<file path="src/common/conv_pkg.sv">
package conv_pkg;

    // data and kernel sizes
    localparam int WORD_W    = 16;
    localparam int ACC_W     = 2 * WORD_W;
    localparam int KERNEL_W  = 2;
    localparam int KERNEL_H  = 3;
    localparam int KERNEL_N  = KERNEL_W * KERNEL_H;
    localparam int NUM_NODES = 4;

    // wishbone word address map
    localparam int ADR_W = 8;
    localparam logic [ADR_W-1:0] ADDR_CTRL   = 8'h00;
    localparam logic [ADR_W-1:0] ADDR_STATUS = 8'h01;
    localparam logic [ADR_W-1:0] ADDR_BIAS   = 8'h02;
    localparam logic [ADR_W-1:0] ADDR_KERNEL = 8'h08;
    localparam logic [ADR_W-1:0] ADDR_WINDOW = 8'h10;
    localparam logic [ADR_W-1:0] ADDR_RESULT = 8'h40;

    // each node owns 8 window words, only the first KERNEL_N are kept
    localparam int WINDOW_STRIDE = 8;
    localparam int NODE_IDX_W    = $clog2(NUM_NODES);
    localparam int TAP_IDX_W     = $clog2(WINDOW_STRIDE);

    localparam logic [ADR_W-1:0] KERNEL_SPAN = ADR_W'(KERNEL_N);
    localparam logic [ADR_W-1:0] WINDOW_SPAN = ADR_W'(WINDOW_STRIDE * NUM_NODES);
    localparam logic [ADR_W-1:0] RESULT_SPAN = ADR_W'(NUM_NODES);

    typedef logic signed [WORD_W-1:0] word_t;

    // largest positive word, used as the saturation limit
    localparam word_t SAT_MAX = 16'h7FFF;

    // kernel or window taps, row-major
    typedef word_t [KERNEL_N-1:0] tap_array_t;

    typedef enum logic [2:0] {
        REGION_CTRL,
        REGION_STATUS,
        REGION_BIAS,
        REGION_KERNEL,
        REGION_WINDOW,
        REGION_RESULT,
        REGION_NONE
    } addr_region_e;

    typedef enum logic [1:0] {
        NODE_IDLE,
        NODE_MAC,
        NODE_BIAS,
        NODE_OUT
    } node_state_e;

    typedef struct packed {
        logic                  valid;
        addr_region_e          region;
        logic [NODE_IDX_W-1:0] node;
        logic [TAP_IDX_W-1:0]  tap;
        word_t                 data;
    } wr_req_t;

    typedef struct packed {
        logic  valid;
        word_t value;
    } node_result_t;

endpackage

</file>
<file path="src/conv_result_collector.sv">
`timescale 1ns/1ps

module conv_result_collector (
    input  logic                                            clk_i,
    input  logic                                            reset_i,
    input  logic                                            batch_start_i,
    input  conv_pkg::node_result_t [conv_pkg::NUM_NODES-1:0] node_results_i,
    output conv_pkg::word_t [conv_pkg::NUM_NODES-1:0]        results_o,
    output logic                                            busy_o,
    output logic                                            done_o
);
    import conv_pkg::*;

    word_t [NUM_NODES-1:0] results_q;
    logic [NUM_NODES-1:0]  valid_vec;
    logic [NUM_NODES-1:0]  reported_q;
    logic [NUM_NODES-1:0]  reported_d;
    logic                  busy_q;
    logic                  done_q;

    always_comb begin
        for (int n = 0; n < NUM_NODES; n++)
            valid_vec[n] = node_results_i[n].valid;
    end

    assign reported_d = reported_q | valid_vec;

    // capture each node's value as it reports
    always_ff @(posedge clk_i) begin
        if (reset_i) begin
            results_q <= '0;
        end else begin
            for (int n = 0; n < NUM_NODES; n++) begin
                if (valid_vec[n])
                    results_q[n] <= node_results_i[n].value;
            end
        end
    end

    always_ff @(posedge clk_i) begin
        if (reset_i) begin
            reported_q <= '0;
            busy_q     <= 1'b0;
            done_q     <= 1'b0;
        end else if (batch_start_i) begin
            reported_q <= '0;
            busy_q     <= 1'b1;
            done_q     <= 1'b0;
        end else if (busy_q) begin
            reported_q <= reported_d;
            // last node in, batch finished
            if (&reported_d) begin
                busy_q <= 1'b0;
                done_q <= 1'b1;
            end
        end
    end

    assign results_o = results_q;
    assign busy_o    = busy_q;
    assign done_o    = done_q;

endmodule

</file>
<file path="config.mk">
export PLATFORM = sky130hd
export DESIGN_NAME = conv_result_collector
export DESIGN_NICKNAME = d
export VERILOG_FILES = /design/src/common/conv_pkg.sv /design/src/conv_result_collector.sv
export SDC_FILE = /design/constraint.sdc
export NUM_CORES = 1
export LEC_CHECK = 0
export BUFFER_PORTS_ARGS = -buffer_cell sky130_fd_sc_hd__buf_4
export CAP_MARGIN = 20
export CORE_MARGIN = 2
export CORE_UTILIZATION = 47
export DETAILED_ROUTE_END_ITERATION = 8
export PLACE_DENSITY = 0.84
export SLEW_MARGIN = 20
export SYNTH_ARGS = -nofsm -noshare
export SYNTH_HDL_FRONTEND = slang
export SYNTH_SLANG_ARGS = --single-unit
</file>
<file path="constraint.sdc">
create_clock -name clk_i -period 1.75 [get_ports clk_i]
set_clock_uncertainty 0.2 [all_clocks]
set_input_delay 0.175 -clock clk_i [delete_from_list [all_inputs] [get_ports clk_i]]
set_output_delay 0.175 -clock clk_i [all_outputs]
set_load 0.02 [all_outputs]
</file>
### After elaboration in Yosys (flattened, before gate mapping)

Index checks and enable logic that the tools add are counted.
Widths: inputs -> output; s select.

* register bits: 70
* bits of input ports: 71
* output and inout port bits: 66
* logic and storage cells: 14

* muxes and demuxes: 3
* bitwise gates (word level): 1
* reduce and logical (&&, ||, !) cells: 3

Operators with widths (count)
* $reduce_and 5->1: 1
* $or 4x4->4: 1
* $reduce_and 4->1: 1
* $mux 1: 3
* $reduce_or 2->1: 1

### Logic depth before layout (Yosys ltp)

Gate-level depths: netlist of run 1.

* word-level depth: 5
* mapped depth: 4

### Least setup slack after synthesis of run 1

Ideal clock, no wire load.

* kind: register to register
* start point: reg busy_q, in the netlist busy_o
* end point: reg done_q, in the netlist done_o
* library setup time: 0.087 ns
* arrival time: 0.737 ns
* path slack: 0.726 ns
* cell stages (with the launch flop): 3
* buffers on the path: 0
* clock period less this slack: 1.024 ns
* cell sequence: dfxtp_1 nand2_1 o31ai_1

* word-level cells in the longest chain between the ends: 1

Ends and longest elaborated chain
* start: declaration: RTL line conv_result_collector.sv:18 `logic busy_q;`
* start signal: assignment: RTL line conv_result_collector.sv:43 `busy_q <= 1'b0;`
* start signal: assignment: RTL line conv_result_collector.sv:47 `busy_q <= 1'b1;`
* start signal: assignment: RTL line conv_result_collector.sv:53 `busy_q <= 1'b0;`
* $reduce_and 5->1 (no source line)
* end signal: assignment: RTL line conv_result_collector.sv:44 `done_q <= 1'b0;`
* end signal: assignment: RTL line conv_result_collector.sv:48 `done_q <= 1'b0;`
* end signal: assignment: RTL line conv_result_collector.sv:54 `done_q <= 1'b1;`
* end: declaration: RTL line conv_result_collector.sv:19 `logic done_q;`

No other way between the ends.
A chain may end at the register's enable or synchronous reset.

### Final worst setup path of run 1

* start point: in batch_start_i
* end point: reg done_q, in the netlist done_o

* word-level cells in the longest chain between the ends: 1

Ends and longest elaborated chain
* start: declaration: RTL line conv_result_collector.sv:6 `input logic batch_start_i,`
* $reduce_or 2->1 (no source line)

No other way between the ends.

==> results by stage, run 1 <==
Run status:
- The run finished with clean final reports.

Timing:
- The final count of hold timing violations is 0.
- The final critical path takes up 77.6% of the cycle.
- The post-layout worst setup margin is 0.392 ns.
- Derived from the worst setup path, the maximum achievable clock frequency is 737 MHz.
- The number of slew-limit violations in the final report is 0.
- Headroom to the max-slew limit came out at 67.9%.
- The setup TNS is 0 ns.
- Setup repair after global routing left no endpoint under its margin.
- Counting I/O delays and the setup requirement, the final critical path takes 1.36 ns.
- Setup violations remaining at the end of the flow were counted as 0.
- For the pin with the worst max-slew slack, the measured transition is 0.482 ns.

Clock tree:
- The H-tree generated during clock tree synthesis spans 3 levels.
- TritonCTS built the clock tree.
- The cell chosen for the clock root is clkbuf_8.
- After clock tree synthesis, the clock-pin slew on the worst setup and hold paths is 0.07 ns.
- The source-to-sink clock delay at the later pin of the worst-skew pair is 0.32 ns.
- The number of post-CTS setup repair buffers is 0.
- The tree built by TritonCTS fans out to 70 sinks.
- TritonCTS created 9 clock buffers.
- No sink is reached through more buffers than the 2 on the longest clock path.
- The post-cts sizing count is 0.

GRT:
- The initial antenna violation count came to 1.
- Entering global routing, the biggest net connects 46 pins.
- The first global-routing pass estimated 12300 um of wire.
- The layer flagged by global routing as most heavily used is met2.
- Global routing consumed, on the met2 layer, 48.8% of the routing resources.
- The leftover overflow at the end of global routing is 0.
- The all-layer global routing usage is 26.0%.
- For met1 alone, demand over resource in global routing was 27.7%.
- For met3 alone, demand over resource in global routing was 7.56%.
- The via count of the first global-routing pass is 2495.

Routing:
- The detailed router placed 2390 vias in this run.
- Dividing the detail-routed wire length by the instance count gives 15.5 um.
- The total wire length after detailed routing is 7830 um.
- The pre-antenna-repair detailed-routing pass consisted of 4 iterations.
- The first routing iteration left 79 violations.
- The via density per instance is 4.73.
- In the routed design, unresolved DRC markers number 0.
- The count of antenna-violating nets left after detailed routing is 0.

Pwr:
- The maximum vdd ir drop is 0.690 mV.
- In this run switching power makes up 25.9% of total power.
- Combinational logic burns 19.9% of the power.
- The power per standard cell area is 842 nW/um2.
- Of the total power, registers draw 47.7%.
- The sum of internal, switching and leakage power is 3650 uW.
- The design internal power is 2700 uW.
- For this design the static power due to leakage is 0.00216 uW.
- The clock share of power is 32.4%.
- Summed over all nets, the switching power comes to 945 uW.

Final layout:
- The finished layout holds 505 standard cells, fillers aside.
- The total of fill cells in the finished design is 285.
- Cells with a size suffix above 1 make up 35.5% of the layout.
- The area added between synthesis and finish is 71.1%.
- For this run, the post-layout net count is 500.

Min path:
- The tightest min-delay check is of the in -> reg type.
- The worst hold path startpoint is reset_i.

Synthesis:
- The synthesized design contains 70 register bits.
- The netlist uses 15 different library cells.
- For this run, the number of Yosys warnings is 0.
- The post-synthesis cell count is 231.
- The post-synthesis cell area is 2530 um2.
- The share of the yosys chip area belonging to registers is 55.3%.
- The number of nets in the synthesized netlist is 302.
- Each instance of the synthesized netlist takes up on average 11.0 um2.

Placed design:
- The number of buffers added on ports is 136.
- The post-placement worst setup slack is 0.506 ns.
- The congestion estimate from routability-driven global placement came to 0.720.
- After legalization and detailed placement, the total HPWL measured 4030 um.
- The placed cell count is 423.

Run:
- The total of max-cap violations is 0.

Die:
- Once the floorplan was initialized, standard cells occupied 49.0% of the core.
- The initialized floorplan defines 26 standard-cell rows.
- The core region is 5170 um2.
- The die boundary width is 77.4 um.
- The floorplan step defined a die boundary enclosing 6000 um2.
- The count of pins on the block boundary is 137.
- The floorplan step set the die height to 77.4 um.

Critical path:
- The critical path's top delay family is buffers and inverters.
- The startpoint-to-endpoint class of the critical path is in -> reg.
- The signal on the critical path passes through dlygate4sd3_1 > buf_4 > nor2_1 > nand2_1 > o31ai_1.
- STA classifies the critical path startpoint as a primary input.
- Tracing the worst setup path back leads to its startpoint at batch_start_i.
- The largest individual stage delay along the critical path comes from the cell dlygate4sd3_1.
- STA classifies the critical path endpoint as a flip-flop.
- The largest stage delay on the critical path is 0.56 ns.
- In this run the critical register-to-register path is launched from busy_o$_SDFF_PP0_.
- The largest fanout of any net on the critical path is 6.
- The data required time of the critical path is 1.78 ns.
- Data arrives at the worst endpoint at 1.38 ns.
- The count of buffer and inverter cells on the critical path is 2.
## cells in the mapped netlist
library cell | n | area share, %
a21oi_1 | 5 | 0.99
o31ai_1 | 1 | 0.30
o22ai_1 | 1 | 0.25
nor3_1 | 4 | 0.79
buf_2 | 7 | 1.4
dfxtp_1 | 70 | 55
o21ai_1 | 1 | 0.20
nand2_1 | 2 | 0.30
inv_1 | 1 | 0.15
mux2i_1 | 64 | 25
buf_6 | 5 | 2.2
o22ai_2 | 1 | 0.49
nor2_1 | 65 | 9.6
buf_8 | 2 | 1.2
buf_12 | 2 | 1.6
## cell usage in the layout, fill, tap and decap left out, types with 2 or more instances in the layout
| cell | n |
|---|---|
| dlygate4sd3_1 | 65 |
| mux2i_1 | 64 |
| clkbuf_8 | 12 |
| clkinv_2 | 2 |
| nand2_1 | 2 |
| a21oi_1 | 5 |
| nor2_1 | 65 |
| dfxtp_1 | 70 |
| nor3_1 | 4 |
| buf_4 | 138 |
## state kept, by name (all words and copies together), names as in the netlist
signal / flops
results_o: 64
reported_q: 4
busy_o: 1
done_o: 1
## final cells by class
| cell class | instances | area (um2) | share of cell area, % |
|---|---|---|---|
| Antenna cell | 1 | 2.50 | 0.0577 |
| Clock buffer | 13 | 169 | 3.89 |
| Clock inverter | 3 | 17.5 | 0.404 |
| Inverter | 1 | 3.75 | 0.0866 |
| Multi-Input combinational cell | 144 | 968 | 22.3 |
| Sequential cell | 70 | 1400 | 32.3 |
| Tap cell | 70 | 87.6 | 2.02 |
| Timing Repair Buffer | 203 | 1690 | 38.9 |
## cell families after synthesis
family                 Yosys count  synth area share [%]
AOI/OAI and AO/OA                9                  2.22
buffers and inverters           17                  6.51
and+or+nand+nor                 71                  10.7
DFF                             70                  55.3
muxes                           64                  25.3
## worst paths after layout
kind                            cells after the start                         end  slack [ns]
worst min register to register                      2  results_o[39]$_SDFFE_PP0P_        0.30
worst max register to register                      2         done_o$_SDFFE_PP0P_        0.69
worst max-delay path                                5         done_o$_SDFFE_PP0P_        0.39
worst min-delay path                                2  results_o[57]$_SDFFE_PP0P_        0.08
## repair_timing
item                                   in CTS  in global routing
hold buffers                               65                  0
endpoints found under the hold margin      70                  0
setup endpoints to repair                   0                  0
## power by group through the flow
stage	registers [uW]	logic, uW	clock network (uW)
final	1740	726	1180
after global routing	1750	768	1270
after CTS	1740	703	1200
after detailed placement	1770	586	0
after global placement	1770	573	0
after floorplan	1870	214	0
## metal layers
layer	up-vias	share of wire, %
met1	1106	39
li1	1163	-
met4	0	2.1
met3	17	6.7
met2	104	52
met5	-	0
## through the flow
stage                     instance area [um2]  hold WS [ns]  util [%]
final                                    4340        0.0847      83.8
after detailed placement                 3500         0.198      67.6
after global routing                     4340        0.0921      83.8
after CTS                                4330        0.0719      83.8
after global placement                   3500         0.198      67.6
after floorplan                          2530        0.0543         -
Power figures use the tool's default switching activity.
==> run 2: changes to the inputs <==
--- a/config.mk
+++ b/config.mk
@@ -5,12 +5,13 @@
 export SDC_FILE = /design/constraint.sdc
 export NUM_CORES = 1
 export LEC_CHECK = 0
+export ABC_AREA = 1
 export BUFFER_PORTS_ARGS = -buffer_cell sky130_fd_sc_hd__buf_4
 export CAP_MARGIN = 20
 export CORE_MARGIN = 2
-export CORE_UTILIZATION = 47
+export CORE_UTILIZATION = 44
 export DETAILED_ROUTE_END_ITERATION = 8
-export PLACE_DENSITY = 0.84
+export PLACE_DENSITY = 0.79
 export SLEW_MARGIN = 20
 export SYNTH_ARGS = -nofsm -noshare
 export SYNTH_HDL_FRONTEND = slang
==> constraint.sdc (replaced) <==
create_clock -name clk_i -period 1.3 [get_ports clk_i]
set_clock_uncertainty 0.2 [all_clocks]
set_input_delay 0.13 -clock clk_i [delete_from_list [all_inputs] [get_ports clk_i]]
set_output_delay 0.13 -clock clk_i [all_outputs]
set_load 0.02 [all_outputs]
==> results by stage, run 2 <==
Run status:
- The run finished with clean final reports.

Critical path:
- The worst setup path is captured at a flip-flop.
- The startpoint kind of the worst setup timing path is a primary input.
- The data required time of the critical path is 1.32 ns.
- The largest fanout of any net on the critical path is 16.
- The arrival time of data at the critical path endpoint is 1.26 ns.
- The worst setup path is of the in -> reg kind.

Final layout:
- Of the cells placed in the final design, the portion with a size suffix greater than 1 is 32.0%.
- The total inserted antenna cells is 0.
- With fillers left out, the area of the finished cells amounts to 4340 um2.
- The area added between synthesis and finish is 72.1%.
- At the end of the flow, the number of nets in the layout was 577.
- The most common library cell in the layout ignoring fill and taps is buf_4.
- The finished layout holds 581 standard cells, fillers aside.
- The number of flip-flops in the largest register is 64.
- The library cells used most frequently in the layout, excluding fill and tap cells, are buf_4 (136), nor2_1 (133), dfxtp_1 (69).
- Counting the fill cells in the layout gives 376.

Routing:
- In the routed design, unresolved DRC markers number 0.
- The total wire length after detailed routing is 8000 um.
- The via density per instance is 4.81.
- The total number of vias is 2795.
- The first routing iteration left 75 violations.
- The first-pass iteration count of the detailed router is 4.
- The wire length per cell after detailed routing is 13.8 um.
- The detail route stage leaves a number of antenna-violating nets equal to 0.

Timing:
- The headroom to the max-slew limit is 84.0%.
- The number of slew-limit violations in the final report came to 0.
- The number of failing setup endpoints in the final timing report is 0.
- Based on the critical path, the design can be clocked at up to 808 MHz.
- The setup TNS is 0 ns.
- The worst path uses 95.2% of the clock period.
- The final count of hold timing violations is 0.
- For the finished layout, the period the worst path requires is 1.24 ns.
- On the final layout, the worst hold slack is 0.0184 ns.
- Setup repair after global routing left no endpoint under its margin.
- The transition at the pin with the smallest max-transition slack is 0.238 ns.

Clock tree:
- The cell sitting at the root of the clock tree is a clkbuf_8.
- The maximum clock insertion buffer count is 2.
- Clock tree synthesis found a total of 70 sinks.
- The clock tree from TritonCTS is yes.
- The number of levels the H-tree was split into is 3.
- The source-to-sink clock delay at the later pin of the worst-skew pair is 0.32 ns.
- The number of clock buffers added by TritonCTS is 9.
- Clock-pin slew was measured on the worst setup and hold paths at 0.07 ns.

Die:
- The count of pins on the block boundary is 137.
- The total die area is 6350 um2.
- The standard-cell row count is 27.
- The die boundary width is 79.7 um.
- The region available for standard cell placement spans 5510 um2.
- From bottom edge to top edge, the die measures 79.7 um.
- The effective utilization at floorplan is 45.8%.

Placed design:
- The placed cell count is 499.
- The number of buffers added on ports is 136.
- At the end of routability-driven placement, the weighted congestion stood at 0.781.
- In this run the cell area measured after placement is 3500 um2.
- The detailed placement HPWL is 4540 um.

Synthesis:
- Synthesis produced a netlist with a net count of 379.
- The post-synthesis cell area is 2520 um2.
- In this run, distinct cell masters in the synthesized netlist total 16.
- The number of warning messages in the yosys log is 0.
- Counting flops with a built-in enable in the synthesized netlist gives 0.
- The largest total area in the synthesized netlist belongs to dfxtp_1.
- By instance count, the leading cell after synthesis is nor2_1.
- For this run, the leading register cell type out of synthesis is dfxtp_1.
- Sequential cells were found to cover 55.6% of the synthesized design area.
- The synthesized design devotes to its leading area cell type 55.6% of total area.
- After synthesis, the share of flip-flops with an asynchronous set or reset is 0%.
- After synthesis, the cell types taking the most area are dfxtp_1 (56%), nor2_1 (20%), o21ai_0 (10%).
- Ranked by instance count, the synthesized netlist is headed by nor2_1 (133), dfxtp_1 (70), o21ai_0 (51).
- The mean instance size in the synthesized netlist is 8.19 um2.
- Counting flops and latches in the post-synthesis netlist gives 70.
- The post-synthesis cell count is 308.

GRT:
- The initial antenna violation count came to 0.
- Entering global routing, the biggest net connects 36 pins.
- Global routing consumed, over all layers together, 25.4% of the routing resources.
- For this run the aggregate overflow at the end of global routing stands at 0.
- The via count of the first global-routing pass is 2716.
- The first global-routing pass estimated 12500 um of wire.

Pwr:
- Power spread over the standard cell area amounts to 1110 nW/um2.
- For this design the static power due to leakage is 0.00206 uW.
- The maximum vdd ir drop is 0.688 mV.

Min path:
- The classification of the worst-slack hold path is in -> reg.

Run:
- Max-cap violations in this run came to 0.
-- run 2: per-stage QoR --
stage                     setup WS [ns]  utilization [%]  total power (uW)
after CTS                       0.00411             78.6              4830
after detailed placement          0.216             63.6              3260
after global placement            0.271             63.6              3240
final                            0.0621             78.8              4820
after global routing            0.00652             78.8              5060
after floorplan                   0.316                -              2850
-- run 2: cell type report --
class	instances	area, um2	share of cell area [%]
clock buffers	12	145	3.35
clock inverters	2	10.0	0.231
inverters	7	36.3	0.836
multi-input cells	212	911	21.0
flip-flops and latches	70	1400	32.3
well taps	72	90.1	2.08
repair buffers	206	1740	40.2
-- run 2: kinds of logic after synthesis --
| logic type | after synthesis | share of synthesized area, % |
|---|---|---|
| simple gates | 142 | 22.1 |
| compound gates | 70 | 14.0 |
| flops | 70 | 55.6 |
| buf+inv | 26 | 8.29 |
-- run 2: final timing paths --
path                         startpoint  slack, ns  depth (start not counted)                    endpoint
max reg2reg  reported_q[3]$_SDFFE_PP0P_       0.30                          5           busy_o$_SDFF_PP0_
min                  node_results_i[33]       0.02                          3  reported_q[1]$_SDFFE_PP0P_
min reg2reg         done_o$_SDFFE_PP0P_       0.26                          2         done_o$_SDFFE_PP0P_
max                  node_results_i[50]       0.06                          5  results_o[36]$_SDFFE_PP0P_
-- run 2: repair_timing --
action,CTS,global route
setup endpoints to repair,0,3
setup buffers,0,1
hold buffers,67,0
hold endpoints to repair,70,0
gates resized for setup,0,2
-- run 2: critical path, stage by stage --
cell	delay, ns
dlygate4sd3_1	0.58
buf_6	0.18
buf_4	0.15
o21ai_0	0.17
nor2_1	0.05
-- run 2: power by group --
group,internal (uW),switching [uW],leakage (uW)
registers,2290,80.3,0.000582
logic,535,506,0.00140
clock network,719,694,0.0000821
-- run 2: routing by layer --
metal | share of wire [%] | global-route usage [%]
met5 | 0 | 0
met4 | 4.0 | 16.6
met3 | 6.3 | 5.77
met2 | 52 | 46.0
met1 | 38 | 26.1
==> run 3: changes to the inputs <==
==> constraint.sdc (replaced) <==
create_clock -name clk_i -period 1.3 [get_ports clk_i]
set_clock_uncertainty 0.2 [all_clocks]
set_input_delay 0.13 -clock clk_i [delete_from_list [all_inputs] [get_ports clk_i]]
set_output_delay 0.13 -clock clk_i [all_outputs]
set_load 0.01 [all_outputs]
==> results by stage, run 3 (synthesis gave the netlist of run 2 again) <==
Run status:
- The flow ran to the end, and the final reports show no timing, DRC or antenna violations.

Die:
- The floorplan step set the die width to 79.7 um.
- The overall die height is 79.7 um.
- The count of pins on the block boundary is 137.
- The die covers 6350 um2.
- The core region is 5510 um2.
- The effective utilization at floorplan is 45.8%.
- Row generation in the floorplan step produced 27 rows.

Timing:
- Derived from the worst setup path, the maximum achievable clock frequency is 807 MHz.
- The final count of hold timing violations is 0.
- The worst-case hold slack is 0.0152 ns.
- Summed over all failing endpoints, the final setup total negative slack is 0 ns.
- The number of slew-limit violations in the final report is 0.
- At the pin with the least slew margin, the transition time is 0.234 ns.
- Setup repair after global routing left no endpoint under its margin.
- The final cycle utilization of the critical path is 95.4%.
- Setup violations remaining at the end of the flow were counted as 0.
- In this run the tightest slew margin relative to its limit is 84.2%.
- The final critical path time including I/O delays and setup is 1.24 ns.

Pwr:
- The maximum vdd ir drop is 0.682 mV.
- The design draws 4720 uW.
- Of the total power, the share spent switching nets is 25.0%.
- The clock share of power is 30.0%.
- The reported leakage power is 0.00205 uW.
- The internal power of the cells totals 3540 uW.
- The analysis attributes to net switching a power of 1180 uW.
- The power per standard cell area is 1090 nW/um2.
- The sequential cell fraction of total power is 50.2%.
- The combinational power share is 19.7%.

Clock tree:
- TritonCTS built the clock tree.
- The source-to-sink clock delay at the later pin of the worst-skew pair is 0.32 ns.
- The number of clock sinks seen by CTS is 70.
- The root buffer cell chosen for the clock tree is clkbuf_8.
- The clock transition at the register clock pins on the worst setup and hold paths after CTS is 0.06 ns.
- The maximum clock insertion buffer count is 2.
- TritonCTS created 9 clock buffers.
- The H-tree was split into 3 levels.

Critical path:
- The number of buffers and inverters on the critical path is 2.
- The arrival time of data at the critical path endpoint is 1.30 ns.
- The worst register-to-register path has a setup slack of 0.30 ns.
- The most frequent cell on the critical path is nor2_2.
- The last element of the critical path is done_o$_SDFFE_PP0P_.
- Measured in cells, the most critical reg-to-reg path has a length of 5.
- On the critical path the largest part of the delay comes from buffers and inverters.
- The worst setup path is of the in -> reg kind.
- Walking the worst path, the cells encountered are dlygate4sd3_1 > buf_6 > nor2_2 > nor2_2 > nand3_1 > a21oi_2.
- The largest fanout of any net on the critical path is 19.
- The worst setup path is captured at a flip-flop.
- The number of cells on the critical path is 6.
- In this run the critical register-to-register path is captured at busy_o$_SDFF_PP0_.
- Among all stages on the critical path, the largest delay is contributed by dlygate4sd3_1.
- Data on the critical path is required at its endpoint by 1.36 ns.
- The startpoint kind of the worst setup timing path is a primary input.
- The largest stage delay on the critical path is 0.58 ns.
- In this run the worst setup path begins at node_results_i[50].
- The startpoint identified for the worst register-to-register timing path is reported_q[3]$_SDFFE_PP0P_.

Routing:
- The detailed-route DRC error count is 0.
- The final layout contains routed wiring with a total length of 8000 um.
- After the first detailed-routing iteration, the DRC count stood at 114.
- The wire length per cell after detailed routing is 13.8 um.
- The via density per instance is 4.80.
- The count of nets left with antenna violations once routing finished came out at 0.
- For this run, the detailed router's first-pass iteration total came to 4.
- The routed layout has 2785 vias.

GRT:
- The via count of the first global-routing pass is 2716.
- For this run the aggregate overflow at the end of global routing stands at 0.
- Entering global routing, the biggest net connects 36 pins.
- The all-layer global routing usage is 25.4%.
- The global-route wire length before repair is 12500 um.
- The initial antenna violation count is 0.

Run:
- Max-cap violations in this run came to 0.

Final layout:
- The register with the most flip-flops in the layout has 64 of them.
- After filler insertion, the fill cell instance count of the layout stands at 382.
- The count of nets after finishing is 576.
- In the layout the commonest cells are buf_4 (135), nor2_1 (133), dfxtp_1 (69).
- The most common library cell in the layout ignoring fill and taps is buf_4.
- The share of final-layout standard cells stronger than drive strength 1 is 32.1%.
- The repair_antennas step left the layout with diodes totalling 0.
- The area added between synthesis and finish is 71.9%.

Min path:
- The classification of the worst-slack hold path is in -> reg.
- The startpoint identified for the worst hold timing path is node_results_i[33].

Placed design:
- The number of buffers added on ports is 136.
- At the end of routability-driven placement, the weighted congestion stood at 0.781.
- Detailed placement finished with a half-perimeter wire length of 4540 um.
==> run 3: cell types whose count changed in the layout (fill, tap and decap cells not counted), sizes merged <==
cell and delta:
buf -1
==> run 3: timing repair <==
item | CTS | global route
resized for setup | 0 | 3
hold buffers | 67 | 0
setup buffers | 0 | 0
endpoints found under the setup margin | 0 | 3
hold endpoints to repair | 70 | 0
==> run 3: how the worst min path moves through the flow <==
stage | to | slack (ns) | depth (start not counted)
final | reported_q[1]$_SDFFE_PP0P_ | 0.02 | 3
after CTS | reported_q[1]$_SDFFE_PP0P_ | 0.002 | 3
after detailed placement | busy_o$_SDFF_PP0_ | 0.10 | 2
after global placement | busy_o$_SDFF_PP0_ | 0.10 | 2
after floorplan | busy_o$_SDFF_PP0_ | -0.008 | 1
after global routing | results_o[4]$_SDFFE_PP0P_ | 0.02 | 3
==> run 3: layout make-up <==
| cell class | instances | area [um2] | share of cell area, % |
|---|---|---|---|
| inverter | 7 | 36.3 | 0.837 |
| clock inverter | 2 | 10.0 | 0.231 |
| timing repair buffer | 205 | 1740 | 40.0 |
| tap | 72 | 90.1 | 2.08 |
| multi-input combinational | 212 | 915 | 21.1 |
| clock buffer | 12 | 145 | 3.35 |
| sequential | 70 | 1400 | 32.4 |
==> run 3: worst register-to-register path: stages (launching register included) <==
cell and delay [ns]:
dfxtp_1 0.32, nor2_2 0.15, nor2_4 0.04, nand2_1 0.06, nand2_1 0.05, a21oi_2 0.10
==> run 3: stage by stage <==
| step | setup WS [ns] | util [%] | area (um2) | cells |
|---|---|---|---|---|
| CTS | 0.0242 | 78.6 | 4330 | 580 |
| detailed placement | 0.216 | 63.6 | 3500 | 499 |
| global placement | 0.271 | 63.6 | 3500 | 499 |
| finish | 0.0603 | 78.7 | 4330 | 580 |
| floorplan | 0.350 | - | 2520 | 308 |
| global route | 0.0282 | 78.7 | 4330 | 580 |
==> run 3: metal layers <==
layer | wire (um) | global-route usage, % | part of all wire, % | vias up
met5 | 0 | 0 | 0 | -
met4 | 329 | 16.6 | 4.1 | 0
met3 | 537 | 5.77 | 6.7 | 29
met2 | 4140 | 46.0 | 52 | 119
met1 | 2990 | 26.1 | 37 | 1263
li1 | - | - | - | 1374
==> run 3: power by group through the flow <==
stage | combinational (uW) | sequential (uW) | clock [uW]
CTS | 907 | 2360 | 1450
detailed placement | 745 | 2410 | 0
floorplan | 280 | 2470 | 0
finish | 930 | 2370 | 1420
global placement | 728 | 2410 | 0
global route | 1010 | 2380 | 1560
